[config.mk]
export PLATFORM = sky130hd
export DESIGN_NAME = mbus_rx_bridge
export DESIGN_NICKNAME = d
export VERILOG_FILES = /design/src/hdl/mbus_rx_pkg.sv /design/src/hdl/mbus_clock_divider.sv /design/src/hdl/short_addr_register.sv /design/src/hdl/rx_word_shifter.sv /design/src/hdl/rx_frame_controller.sv /design/src/hdl/mbus_rx_bridge.sv
export SDC_FILE = /design/constraint.sdc
export NUM_CORES = 1
export LEC_CHECK = 0
export BUFFER_PORTS_ARGS = -buffer_cell sky130_fd_sc_hd__buf_2
export CORE_MARGIN = 2
export CORE_UTILIZATION = 37
export CTS_BUF_LIST = sky130_fd_sc_hd__clkbuf_8
export DETAILED_ROUTE_END_ITERATION = 8
export PLACE_DENSITY_LB_ADDON = 0.25
export SLEW_MARGIN = 10
export SYNTH_ARGS = -nofsm -noshare
export SYNTH_HDL_FRONTEND = slang
export SYNTH_SLANG_ARGS = --single-unit
[constraint.sdc]
create_clock -name clk -period 4.1 [get_ports clk]
set_input_delay 0.205 -clock clk [delete_from_list [all_inputs] [get_ports clk]]
set_output_delay 0.205 -clock clk [all_outputs]
set_load 0.05 [all_outputs]
[src/hdl/mbus_rx_pkg.sv]
`default_nettype none

package mbus_rx_pkg;

    // host frame byte and mbus word widths
    localparam int byte_width = 8;
    localparam int mbus_word_width = 32;

    // first byte of every host frame
    localparam logic [byte_width-1:0] frame_flag_byte = 8'h62;

    // short address, all ones means unassigned or no override
    localparam int short_addr_width = 4;
    localparam logic [short_addr_width-1:0] short_addr_none = '1;

    // rx_ack length after a failed reception
    localparam int fail_ack_cycles = 3;

    // receive sequencing states
    typedef enum logic [2:0] {
        st_idle,
        st_flag,
        st_time_tag,
        st_capture,
        st_shift,
        st_check,
        st_status,
        st_fail_ack
    } rx_state_t;

endpackage

`default_nettype wire

[src/hdl/mbus_clock_divider.sv]
`timescale 1ns/100ps
`default_nettype none

module mbus_clock_divider #(
    parameter int clk_div_width = 22
) (
    input  logic                     clk,
    input  logic                     reset,
    input  logic [clk_div_width-1:0] clk_div,
    output logic                     mbus_clk,
    output logic                     mbus_clk_rise
);

    logic [clk_div_width-1:0] div_count;
    logic                     div_wrap;

    // half period ends when the count reaches clk_div
    assign div_wrap = (div_count == clk_div);

    always_ff @(posedge clk) begin
        if (reset) begin
            div_count     <= '0;
            mbus_clk      <= 1'b0;
            mbus_clk_rise <= 1'b0;
        end else begin
            div_count     <= div_wrap ? '0 : div_count + 1'b1;
            // flip mbus_clk once per half period
            if (div_wrap) begin
                mbus_clk <= ~mbus_clk;
            end
            // rising edge enable, lines up with mbus_clk going high
            mbus_clk_rise <= div_wrap & ~mbus_clk;
        end
    end

    // enable marks only a low to high transition of mbus_clk
    rise_only_on_edge: assert property (
        @(posedge clk) disable iff (reset)
        mbus_clk_rise |-> (mbus_clk && !$past(mbus_clk))
    );

endmodule

`default_nettype wire

[src/hdl/short_addr_register.sv]
`timescale 1ns/100ps
`default_nettype none

module short_addr_register
    import mbus_rx_pkg::*;
(
    input  logic                        clk,
    input  logic                        reset,
    input  logic                        mbus_clk_rise,
    input  logic                        assigned_addr_write,
    input  logic                        assigned_addr_invalid_n,
    input  logic [short_addr_width-1:0] assigned_addr_out,
    input  logic [short_addr_width-1:0] short_addr_override,
    output logic [short_addr_width-1:0] assigned_addr,
    output logic                        assigned_addr_valid
);

    // address as set by the mbus controller
    logic [short_addr_width-1:0] reg_addr;
    logic                        reg_valid;

    // controller levels only looked at on divided clock rising edges
    always_ff @(posedge clk) begin
        if (reset) begin
            reg_addr  <= short_addr_none;
            reg_valid <= 1'b0;
        end else if (mbus_clk_rise) begin
            // write wins over invalidate
            if (assigned_addr_write) begin
                reg_addr  <= assigned_addr_out;
                reg_valid <= 1'b1;
            end else if (!assigned_addr_invalid_n) begin
                reg_addr  <= short_addr_none;
                reg_valid <= 1'b0;
            end
        end
    end

    // host override replaces the register contents
    always_comb begin
        if (short_addr_override != short_addr_none) begin
            assigned_addr       = short_addr_override;
            assigned_addr_valid = 1'b1;
        end else begin
            assigned_addr       = reg_addr;
            assigned_addr_valid = reg_valid;
        end
    end

endmodule

`default_nettype wire

[src/hdl/rx_word_shifter.sv]
`timescale 1ns/100ps
`default_nettype none

module rx_word_shifter
    import mbus_rx_pkg::*;
(
    input  logic                       clk,
    input  logic                       reset,
    input  logic                       load_first,
    input  logic                       load_next,
    input  logic                       shift,
    input  logic [mbus_word_width-1:0] rx_addr,
    input  logic [mbus_word_width-1:0] rx_data,
    output logic [byte_width-1:0]      out_byte,
    output logic [3:0]                 bytes_left
);

    // bytes in an address plus data word pair, and in a data word alone
    localparam int pair_bytes = 2 * mbus_word_width / byte_width;
    localparam int word_bytes = mbus_word_width / byte_width;
    localparam int sr_width = 2 * mbus_word_width;

    logic [sr_width-1:0] data_sr;

    // payload register
    always_ff @(posedge clk) begin
        if (load_first) begin
            // address goes out first
            data_sr <= {rx_addr, rx_data};
        end else if (load_next) begin
            // later words carry data only, top half
            data_sr <= {rx_data, {mbus_word_width{1'b0}}};
        end else if (shift) begin
            data_sr <= {data_sr[sr_width-byte_width-1:0], {byte_width{1'b0}}};
        end
    end

    // byte count
    always_ff @(posedge clk) begin
        if (reset) begin
            bytes_left <= '0;
        end else if (load_first) begin
            bytes_left <= 4'(pair_bytes);
        end else if (load_next) begin
            bytes_left <= 4'(word_bytes);
        end else if (shift) begin
            bytes_left <= bytes_left - 1'b1;
        end
    end

    // most significant byte first
    assign out_byte = data_sr[sr_width-1 -: byte_width];

    // controller must stop shifting once the word is drained
    no_shift_when_empty: assert property (
        @(posedge clk) disable iff (reset)
        shift |-> (bytes_left != '0)
    );

endmodule

`default_nettype wire

[src/hdl/rx_frame_controller.sv]
`timescale 1ns/100ps
`default_nettype none

module rx_frame_controller
    import mbus_rx_pkg::*;
(
    input  logic                  clk,
    input  logic                  reset,
    input  logic                  rx_req,
    input  logic                  rx_pend,
    input  logic                  rx_fail,
    input  logic                  rx_broadcast,
    input  logic [1:0]            rx_control_bits,
    input  logic [byte_width-1:0] global_counter,
    input  logic [byte_width-1:0] shifter_byte,
    input  logic [3:0]            bytes_left,
    output logic                  load_first,
    output logic                  load_next,
    output logic                  shift,
    output logic                  rx_ack,
    output logic                  global_counter_inc,
    output logic                  frame_valid,
    output logic                  frame_data_valid,
    output logic [byte_width-1:0] frame_data
);

    localparam int fail_cnt_width = $clog2(fail_ack_cycles);

    rx_state_t state;
    rx_state_t next_state;

    // two flop synchronizers for the request and failure levels
    logic [1:0] req_sync;
    logic [1:0] fail_sync;
    logic       req_s;
    logic       fail_s;

    // per message bookkeeping
    logic                      first_word;
    logic                      pend_q;
    logic [3:0]                status_bits;
    logic [fail_cnt_width-1:0] fail_cnt;

    assign req_s  = req_sync[1];
    assign fail_s = fail_sync[1];

    always_ff @(posedge clk) begin
        if (reset) begin
            state       <= st_idle;
            req_sync    <= '0;
            fail_sync   <= '0;
            first_word  <= 1'b1;
            pend_q      <= 1'b0;
            status_bits <= '0;
            fail_cnt    <= '0;
        end else begin
            state     <= next_state;
            req_sync  <= {req_sync[0], rx_req};
            fail_sync <= {fail_sync[0], rx_fail};
            case (state)
                st_idle: begin
                    // fresh message
                    first_word  <= 1'b1;
                    status_bits <= '0;
                    fail_cnt    <= '0;
                end
                st_capture: begin
                    // pend and status sampled while rx_req still held
                    first_word  <= 1'b0;
                    pend_q      <= rx_pend;
                    status_bits <= status_bits | {rx_fail, rx_broadcast, rx_control_bits};
                end
                st_fail_ack: begin
                    fail_cnt <= fail_cnt + 1'b1;
                end
                default: begin
                end
            endcase
        end
    end

    always_comb begin
        next_state         = state;
        load_first         = 1'b0;
        load_next          = 1'b0;
        shift              = 1'b0;
        rx_ack             = 1'b0;
        global_counter_inc = 1'b0;
        frame_valid        = 1'b0;
        frame_data_valid   = 1'b0;
        frame_data         = shifter_byte;
        case (state)
            st_idle: begin
                // request beats failure
                if (req_s) begin
                    next_state = st_flag;
                end else if (fail_s) begin
                    next_state = st_fail_ack;
                end
            end
            st_flag: begin
                frame_valid      = 1'b1;
                frame_data_valid = 1'b1;
                frame_data       = frame_flag_byte;
                next_state       = st_time_tag;
            end
            st_time_tag: begin
                // time tag sent once, counter told to advance
                frame_valid        = 1'b1;
                frame_data_valid   = 1'b1;
                frame_data         = global_counter;
                global_counter_inc = 1'b1;
                next_state         = st_capture;
            end
            st_capture: begin
                // no byte this cycle
                frame_valid = 1'b1;
                rx_ack      = 1'b1;
                load_first  = first_word;
                load_next   = ~first_word;
                next_state  = st_shift;
            end
            st_shift: begin
                frame_valid = 1'b1;
                if (bytes_left != '0) begin
                    shift            = 1'b1;
                    frame_data_valid = 1'b1;
                end
                // last byte goes out this cycle
                if (bytes_left <= 4'd1) begin
                    next_state = st_check;
                end
            end
            st_check: begin
                frame_valid = 1'b1;
                // more words pending, wait for the next request
                if (pend_q) begin
                    if (req_s) begin
                        next_state = st_capture;
                    end
                end else begin
                    next_state = st_status;
                end
            end
            st_status: begin
                frame_valid      = 1'b1;
                frame_data_valid = 1'b1;
                frame_data       = {{(byte_width - 4){1'b0}}, status_bits};
                next_state       = st_idle;
            end
            st_fail_ack: begin
                // ack held for fail_ack_cycles
                rx_ack = 1'b1;
                if (fail_cnt == fail_cnt_width'(fail_ack_cycles - 1)) begin
                    next_state = st_idle;
                end
            end
            default: begin
                next_state = st_idle;
            end
        endcase
    end

    // word ack never overlaps the byte stream
    no_ack_while_shifting: assert property (
        @(posedge clk) disable iff (reset)
        (state == st_shift) |-> !rx_ack
    );

endmodule

`default_nettype wire

[src/hdl/mbus_rx_bridge.sv]
`timescale 1ns/100ps
`default_nettype none

module mbus_rx_bridge
    import mbus_rx_pkg::*;
#(
    parameter int clk_div_width = 22
) (
    input  logic                        clk,
    input  logic                        reset,
    input  logic [clk_div_width-1:0]    clk_div,
    output logic                        mbus_clk,
    input  logic [short_addr_width-1:0] short_addr_override,
    input  logic [short_addr_width-1:0] assigned_addr_out,
    input  logic                        assigned_addr_write,
    input  logic                        assigned_addr_invalid_n,
    output logic [short_addr_width-1:0] assigned_addr,
    output logic                        assigned_addr_valid,
    input  logic [mbus_word_width-1:0]  rx_addr,
    input  logic [mbus_word_width-1:0]  rx_data,
    input  logic                        rx_req,
    input  logic                        rx_pend,
    input  logic                        rx_fail,
    input  logic                        rx_broadcast,
    input  logic [1:0]                  rx_control_bits,
    output logic                        rx_ack,
    input  logic [byte_width-1:0]       global_counter,
    output logic                        global_counter_inc,
    output logic                        frame_valid,
    output logic                        frame_data_valid,
    output logic [byte_width-1:0]       frame_data
);

    // divider to address register
    logic mbus_clk_rise;

    // controller and shifter handshake
    logic                  load_first;
    logic                  load_next;
    logic                  shift;
    logic [3:0]            bytes_left;
    logic [byte_width-1:0] shifter_byte;

    mbus_clock_divider #(
        .clk_div_width(clk_div_width)
    ) u_clock_divider (
        .clk          (clk),
        .reset        (reset),
        .clk_div      (clk_div),
        .mbus_clk     (mbus_clk),
        .mbus_clk_rise(mbus_clk_rise)
    );

    short_addr_register u_short_addr (
        .clk                    (clk),
        .reset                  (reset),
        .mbus_clk_rise          (mbus_clk_rise),
        .assigned_addr_write    (assigned_addr_write),
        .assigned_addr_invalid_n(assigned_addr_invalid_n),
        .assigned_addr_out      (assigned_addr_out),
        .short_addr_override    (short_addr_override),
        .assigned_addr          (assigned_addr),
        .assigned_addr_valid    (assigned_addr_valid)
    );

    rx_word_shifter u_word_shifter (
        .clk       (clk),
        .reset     (reset),
        .load_first(load_first),
        .load_next (load_next),
        .shift     (shift),
        .rx_addr   (rx_addr),
        .rx_data   (rx_data),
        .out_byte  (shifter_byte),
        .bytes_left(bytes_left)
    );

    rx_frame_controller u_frame_ctrl (
        .clk               (clk),
        .reset             (reset),
        .rx_req            (rx_req),
        .rx_pend           (rx_pend),
        .rx_fail           (rx_fail),
        .rx_broadcast      (rx_broadcast),
        .rx_control_bits   (rx_control_bits),
        .global_counter    (global_counter),
        .shifter_byte      (shifter_byte),
        .bytes_left        (bytes_left),
        .load_first        (load_first),
        .load_next         (load_next),
        .shift             (shift),
        .rx_ack            (rx_ack),
        .global_counter_inc(global_counter_inc),
        .frame_valid       (frame_valid),
        .frame_data_valid  (frame_data_valid),
        .frame_data        (frame_data)
    );

endmodule

`default_nettype wire

# After elaboration in Yosys (flattened, before gate mapping)
# Cells that the tools add are included.
# totals
reg_bits,112
# classes
addsub,3
magnitude_cmp,1
n_eq_ne,15
n_mux,31
bitwise,4
n_reduce_logical,14
# ops
cell,n
64-bit 2-to-1 mux,3
4-bit 2-to-1 mux,6
3-bit case mux with 8 select lines,1
8-bit case mux with 3 select lines,1
22-bit by 1-bit adder with 22-bit output (second input constant),1
22-bit equality test,1
3-bit 2-to-1 mux,6
3-bit equality test (second input constant),4
1-bit 2-to-1 mux,10
4-bit case mux with 2 select lines,1
3-bit by 2-bit equality test with 1-bit output (second input constant),2
2-bit nonzero test,3
2-bit OR reduction,3
3-bit OR reduction,2
6-bit OR reduction,1
4-bit by 1-bit <= comparator with 1-bit output (second input constant),1
2-bit by 1-bit != test with 1-bit output (second input constant),2
4-bit != test (second input constant),1
4-bit OR,1
1-bit case mux with 2 select lines,2
2-bit case mux with 2 select lines,1
4-bit AND reduction,1
4-bit nonzero test,1
4-bit by 1-bit subtractor with 4-bit output (second input constant),1
11 further kinds,12

# Depth between registers and ports, before layout
# Gate-level depths: netlist of run 1.
# depth
depth_word,6
mapped_depth,7
mapped_depth_nobuf,7

# Cells and area by module
# Synthesis of run 1 repeated with hierarchy kept, for this count alone.
# hier_totals
cells_unflattened,538
area_unflattened_um2,5656.7
# by_module_without_submodules
mod,n_inst,cells_each,area_per_inst_um2,seq_area_each_um2
rx_word_shifter,1,239,3150.5,2001.9
mbus_clock_divider,1,145,1286.2,480.5
rx_frame_controller,1,119,969.7,300.3
short_addr_register,1,35,250.2,100.1

# Least setup slack after synthesis of run 1
# OpenSTA, ideal clock, no wires.
# synth_path
path_kind,register -> register
start,register u_word_shifter.bytes_left[0]
end,"register u_word_shifter.data_sr[0], enable pin"
setup_time_ns,0.433
arrival_time_ns,2.784
required_ns,3.667
slack_ns,0.883
path_stages_with_launch,5
path_buffers,0
path_cell_list,dfxtp_1 > inv_1 > ha_1 > a2111oi_4 > nand2b_1
# synth_between
elab_chain_len,4
# synth_rtl
element,line,rtl
from (decl),rx_word_shifter.sv:15,output logic [3:0] bytes_left
from (signal assigned),rx_word_shifter.sv:43,bytes_left <= 4'(pair_bytes);
from (signal assigned),rx_word_shifter.sv:45,bytes_left <= 4'(word_bytes);
from (signal assigned),rx_word_shifter.sv:47,bytes_left <= bytes_left - 1'b1;
4-bit nonzero test,rx_frame_controller.sv:125,if (bytes_left != '0) begin
1-bit 2-to-1 mux,rx_frame_controller.sv:125,
1-bit 2-to-1 mux,rx_frame_controller.sv:92,case (state)
3-bit nonzero test (no source line),n/a,
to (signal assigned),rx_word_shifter.sv:29,"data_sr <= {rx_addr, rx_data};"
to (signal assigned),rx_word_shifter.sv:32,"data_sr <= {rx_data, {mbus_word_width{1'b0}}};"
to (signal assigned),rx_word_shifter.sv:34,"data_sr <= {data_sr[sr_width-byte_width-1:0], {byte_width{1'b0}}};"
to (decl),rx_word_shifter.sv:23,logic [sr_width-1:0] data_sr;
# Every way passes these cells.
# A chain may end at the register's enable or synchronous reset.

# Worst setup path in the final report of run 1
# layout_path
start,register u_frame_ctrl.state[0]
end,"register u_word_shifter.data_sr[51], enable pin"
# layout_between
elab_chain_len,3
# layout_rtl
element,line,rtl
from (decl),rx_frame_controller.sv:29,rx_state_t state;
from (signal assigned),rx_frame_controller.sv:49,state <= st_idle;
from (signal assigned),rx_frame_controller.sv:57,state <= next_state;
3-bit by 2-bit equality test with 1-bit output or 3-bit equality test (tied branches),rx_frame_controller.sv:92,
1-bit 2-to-1 mux,rx_frame_controller.sv:92,
3-bit nonzero test (no source line) (*),n/a,
# Every way passes the cells marked *; elsewhere a longest branch is shown, timed or not.

==> results of run 1 <==
-- final cells by class --
type	count	area share, %
multi-input combinational	423	38.23
inverter	13	0.7385
clock buffer	9	1.875
timing repair buffer	135	10.45
tap	184	3.484
clock inverter	7	1.572
sequential	112	43.65
-- worst max-delay path, delay by kind of cell (launching register included) --
kind / cells / cell delay (ns)
buf+inv: 1 / 0.45
flops: 1 / 0.92
simple gates: 3 / 1.15
-- where the power goes --
part	switching (mW)	internal, mW
combinational	0.713	0.343
clock	0.393	0.352
sequential	0.149	1.39
-- placed cells by master, fill, tap and decap left out, types with 3 or more instances in the layout --
cell	instances
a21o_1	6
a21oi_1	14
a22oi_1	4
and3_1	11
and4_1	3
buf_2	129
buf_4	6
clkbuf_8	9
dfxtp_1	47
edfxtp_1	64
ha_1	5
inv_1	11
mux2_2	3
mux2i_1	35
nand2_1	104
nand2b_1	7
nand3_1	35
nand4_1	11
nor2_1	45
nor2b_1	6
nor3_1	8
nor3b_1	3
nor4_1	3
o21ai_0	27
o21ai_1	15
o22ai_1	8
o31ai_1	3
or3_1	3
xnor2_1	32
xor2_1	12
-- metal layers --
| metal | wire (um) | GRT usage, % | vias to the layer above |
|---|---|---|---|
| met5 | 0 | 0 | - |
| met3 | 676 | 3.853 | 6 |
| li1 | - | - | 2270 |
| met4 | 64 | 3.103 | 0 |
| met2 | 6041 | 26.63 | 134 |
| met1 | 6088 | 21.64 | 2113 |
-- how the worst min path moves through the flow --
stage | slack [ns] | to | depth (start not counted) | from
6_report | 0.04 | u_frame_ctrl.req_sync[0]$_SDFF_PP0_ | 2 | rx_req
5_1_grt | 0.02 | u_frame_ctrl.req_sync[0]$_SDFF_PP0_ | 2 | rx_req
4_1_cts | 0.01 | u_short_addr.reg_addr[1]$_SDFFE_PP1P_ | 3 | assigned_addr_out[1]
3_5_place_dp | 0.43 | u_short_addr.reg_addr[1]$_SDFFE_PP1P_ | 3 | assigned_addr_out[1]
3_3_place_gp | 0.43 | u_short_addr.reg_addr[3]$_SDFFE_PP1P_ | 3 | assigned_addr_out[3]
2_1_floorplan | 0.33 | u_frame_ctrl.fail_sync[0]$_SDFF_PP0_ | 1 | rx_fail
-- sequential cells by signal, summed over array words and instances, names as in the netlist --
name	flops
u_word_shifter.data_sr	64
u_clock_divider.mbus_clk_rise	1
u_word_shifter.bytes_left	4
u_clock_divider.mbus_clk	1
u_short_addr.reg_addr	4
u_frame_ctrl.state	3
u_short_addr.reg_valid	1
u_frame_ctrl.first_word	1
u_frame_ctrl.req_sync	2
u_frame_ctrl.fail_sync	2
u_frame_ctrl.pend_q	1
u_frame_ctrl.fail_cnt	2
u_clock_divider.div_count	22
u_frame_ctrl.status_bits	4
-- metrics by stage --
| step | hold WS, ns | instances | utilization (%) | instance area (sq um) | setup slack [ns] |
|---|---|---|---|---|---|
| after global routing | 0.01668 | 883 | 45.12 | 6608 | 0.9517 |
| final | 0.04128 | 883 | 45.12 | 6608 | 1.210 |
| after detailed placement | 0.4307 | 867 | 43.57 | 6380 | 1.253 |
| after CTS | 0.01451 | 883 | 45.12 | 6608 | 1.225 |
| after global placement | 0.4267 | 867 | 43.57 | 6380 | 1.343 |
| after floorplan | 0.3332 | 583 | - | 5597 | 0.8829 |
-- cells by family after synthesis --
kind of cell | Yosys count | share of synthesized area [%]
flip-flops | 112 | 51.51
AND/OR/NAND/NOR | 244 | 19.81
XOR/XNOR | 44 | 6.886
multiplexers | 39 | 7.065
AO/OA/AOI/OAI | 91 | 10.17
adder cells (fa/ha/maj) | 5 | 1.118
buffers and inverters | 48 | 3.443
==> run summary, run 1 <==
Starting DRC count in detailed routing -> 274
Post-synth top area share -> 34.34%
Share of layout cells above drive strength 1 -> 23.18%
CTS clock-pin slew for the worst setup and hold paths -> 0.10 ns
Setup Buffers After CTS -> 0
Post-synth EDFFs -> 64
Worst-case clock buffer depth -> 2
Die width -> 127.0 um
Slowest cell delay on critical path -> 0.92 ns
FF+latch area -> 0.002884 sq mm
First-pass GRT wire length -> 20.89 mm
Worst min path class -> input port to register
Min Tclk post-route -> 2.890 ns
Hold Vio Cnt, Final -> 0
Syn_nets -> 700
Leading area contributor after synthesis -> edfxtp_1
Overall power -> 3.336 mW
Largest net degree at the start of global routing -> 51
H-Tree Depth -> 3
Post-synth ARST share -> 0%
Fin Clk Skew -> 0.009378 ns
Buffers on Ports -> 129
Initial Util -> 38.22%
Clk_lat worst skew -> 0.38 ns
Crit path capture -> u_word_shifter.data_sr[51]$_DFFE_PP_
Register bit total from synthesis -> 112
Synth area leaders -> edfxtp_1 34%, dfxtp_1 17%, nand2_1 7.0%, mux2i_1 6.3%, xnor2_1 5.0%
Critical Path RT -> 4.13 ns
# diodes -> 0
Post-cts hold buffer count -> 0
Slack of the worst reg-to-reg path -> 1.21 ns
DR vias -> 4523
CP Capture Type -> register
Fin. max-slew vios -> 0
Reg-to-reg startpoint -> u_frame_ctrl.state[0]$_SDFFE_PP0P_
Outcome -> completed
Core area -> 0.01464 sq mm
Leakage -> 2.883 nW
Worst path slowest cell -> dfxtp_1
Final net count -> 811
Tcrit/Tclk final -> 70.48%
Area occupied by multi-input gates -> 0.002526 sq mm
CTS tree -> built
Drt via density -> 5.122
Die Footprint -> 0.01613 sq mm
# setup viols final -> 0
Highest Clock Rate -> 346.0 MHz
Synth cell types -> 45
Total grt overflow -> 0
CP cell instances -> and2_1, nand2_2, nand2b_2, buf_4
Critical Path Source Type -> register
Ports -> 130
Unrepaired setup endpoints after global routing -> false
Pre-antenna DRT Iters -> 5
Worst R2R Path Depth -> 4
Worst r2r dst -> u_word_shifter.data_sr[51]$_DFFE_PP_
Cell with the most instances after synthesis -> nand2_1
CP Launch Point -> u_frame_ctrl.state[0]$_SDFFE_PP0P_
Syn avg cell area -> 9.600 sq um
RD Place Congestion -> 0.8420
Routed len/inst -> 14.58 um
Top cells by count, synth -> 105 x nand2_1, 64 x edfxtp_1, 48 x dfxtp_1
Filler Cells Inserted -> 1413
Arrival time worst endpoint -> 2.92 ns
Clk sinks -> 112
Crit Path Category -> register to register
Primary FF master, synth -> edfxtp_1
Worst slew pin tran -> 0.9439 ns
Maxcap violations -> 0
Crit Path Max Fanout -> 50
TNS Setup -> 0 ns
DP HPWL -> 9.305 mm
Power Density -> 504.9 mW/mm^2
CTS resizes -> 0
Synth Instances -> 583
Register area share after synthesis -> 51.51%
Synthesis-to-finish area growth -> 18.06%
Number of global-route vias before repair -> 4411
Num CTS Buffers -> 9
Max-slew headroom -> 37.07%
Post-route antenna net violation count -> 0
Cell Rows -> 44
Initial antenna violation count -> 0
Die Y -> 127.0 um
Max VDD drop -> 0.0003153 V
Clock Tree Root -> clkbuf_8
YS warnings -> 0
Post-Route WL -> 12.87 mm
# DRC -> 0
Mapped cell area -> 0.005597 sq mm
GR Util All Layers -> 16.05%
Note: power is estimated with default switching activity, not from simulation.
==> inputs of run 2 (changes only) <==
clock period = 2.9 ns   (was 4.1 ns; I/O delays follow)
==> run 2 against run 1 <==
Design area is 0.81% higher. Worst setup slack lost 0.73 ns. Combinational power increased by 52%.
==> run summary, run 2 (same netlist as run 1, synthesis figures left out) <==
Outcome -> completed
Hold Vio Cnt, Final -> 0
Fin Clk Skew -> 0.01328 ns
FF+latch area -> 0.002884 sq mm
Most frequent cells in the layout -> 129 x buf_2, 104 x nand2_1, 64 x edfxtp_1
Fin. max-slew vios -> 0
Most common cell after layout, fill and taps aside -> buf_2
CP bufs+invs -> 2
CTS tree -> built
# DRC -> 0
Pre-antenna DRT Iters -> 5
# diodes -> 0
Die width -> 127.0 um
Clk sinks -> 112
Placed cells -> 867
# setup viols final -> 0
Highest Clock Rate -> 413.8 MHz
Max-slew headroom -> 55.26%
Min Tclk post-route -> 2.416 ns
Total grt overflow -> 0
Overall power -> 4.567 mW
Largest delay contributor family on the critical path -> compound AO/OA/AOI/OAI gates
H-Tree Depth -> 3
Worst path slowest cell -> dfxtp_1
WHS -> 0.06649 ns
DR vias -> 4431
RD Place Congestion -> 0.7823
Starting DRC count in detailed routing -> 287
Worst-case clock buffer depth -> 2
Critical Path Source Type -> register
Initial Util -> 38.22%
Final net count -> 818
Buffers on Ports -> 129
DP HPWL -> 8.831 mm
CTS clock-pin slew for the worst setup and hold paths -> 0.11 ns
CP cell instances -> buf_4, nand2b_1, a21boi_0, a22o_1, buf_2
DP Area -> 0.006417 sq mm
Pre-CTS WS -> 0.7383 ns
Arrival time worst endpoint -> 2.27 ns
Worst slew pin tran -> 0.6711 ns
Tcrit/Tclk final -> 83.33%
Number of global-route vias before repair -> 4153
Clock Tree Root -> clkbuf_8
Largest net degree at the start of global routing -> 92
Crit Path Max Fanout -> 18
CTS resizes -> 0
Ports -> 130
Cell Rows -> 44
Share of layout cells above drive strength 1 -> 22.70%
Post-route antenna net violation count -> 0
Core area -> 0.01464 sq mm
Worst min path class -> input port to register
Num CTS Buffers -> 9
Min setup slack post-route -> 0.4836 ns
Finished Cell Area -> 0.006661 sq mm
Slowest cell delay on critical path -> 0.56 ns
Crit Path Category -> register to output port
Max VDD drop -> 0.0003863 V
Unrepaired setup endpoints after global routing -> false
Filler Cells Inserted -> 1427
Clk_lat worst skew -> 0.38 ns
CP Capture Type -> output port
Die Y -> 127.0 um
Maxcap violations -> 0
Leakage -> 2.911 nW
Drt via density -> 4.984
Die Footprint -> 0.01613 sq mm
Core Util, Final -> 45.49%
Critical Path RT -> 2.76 ns
Post-Route WL -> 12.43 mm
TNS Setup -> 0 ns
GR Util All Layers -> 15.54%
Power Density -> 685.6 mW/mm^2
First-pass GRT wire length -> 20.18 mm
Synthesis-to-finish area growth -> 19.03%
Largest register FFs -> 64
Fin cells -> 889
Initial antenna violation count -> 0
Regs by FF count -> u_word_shifter.data_sr: 64 flops, u_clock_divider.div_count: 22 flops
Routed len/inst -> 13.98 um
Area occupied by multi-input gates -> 0.002526 sq mm
Largest Register -> u_word_shifter.data_sr
[run 2: changes by cell type in the layout (fill, tap and decap cells not counted)]
cell | previous run | this run
clkinvlp_4 | 2 | 0
buf_12 | 0 | 3
bufinv_16 | 2 | 0
buf_4 | 6 | 3
clkinv_4 | 1 | 0
dlygate4sd3_1 | 0 | 7
inv_6 | 1 | 4
clkinv_1 | 0 | 1
[run 2: layout make-up]
| class | instances | share of cell area (%) |
|---|---|---|
| clock buffers | 9 | 1.860 |
| clock inverters | 6 | 0.7513 |
| inverters | 13 | 0.7325 |
| multi-input cells | 423 | 37.92 |
| flip-flops and latches | 112 | 43.29 |
| well taps | 184 | 3.456 |
| repair buffers | 142 | 11.98 |
[run 2: worst paths after layout]
path              cells past startpoint  slack (ns)                                      end                                       from
setup reg to reg                      5        0.71  u_word_shifter.data_sr[2]$_SDFFCE_PN0P_  u_word_shifter.bytes_left[0]$_SDFFE_PP0P_
hold reg to reg                       1        0.45      u_frame_ctrl.req_sync[1]$_SDFF_PP0_        u_frame_ctrl.req_sync[0]$_SDFF_PP0_
setup / recovery                      5        0.48                            frame_data[7]         u_frame_ctrl.state[0]$_SDFFE_PP0P_
hold / removal                        3        0.07     u_word_shifter.data_sr[22]$_DFFE_PP_                                rx_data[22]
[run 2: worst min-delay path: stages]
cell	delay, ns
buf_2	0.08
nand3_1	0.06
nand2_1	0.06
[run 2: power breakdown]
group	internal, mW	switching [mW]	leakage (nW)
Sequential	1.96	0.120	0.971
Clock	0.324	0.552	0.0905
Combinational	0.520	1.09	1.85
Total	2.80	1.76	2.91
[run 2: repair_timing]
| item | 4_1_cts | 5_1_grt |
|---|---|---|
| setup buffers | 0 | 0 |
| endpoints found under the hold margin | 7 | 0 |
| hold buffers | 7 | 0 |
[run 2: per-layer routing]
layer	vias to the layer above	GRT usage (%)	part of all wire [%]
li1	2279	-	-
met1	2013	21.79	47
met2	129	24.29	46
met3	10	2.889	5.7
met4	0	5.365	1.3
met5	-	0	0
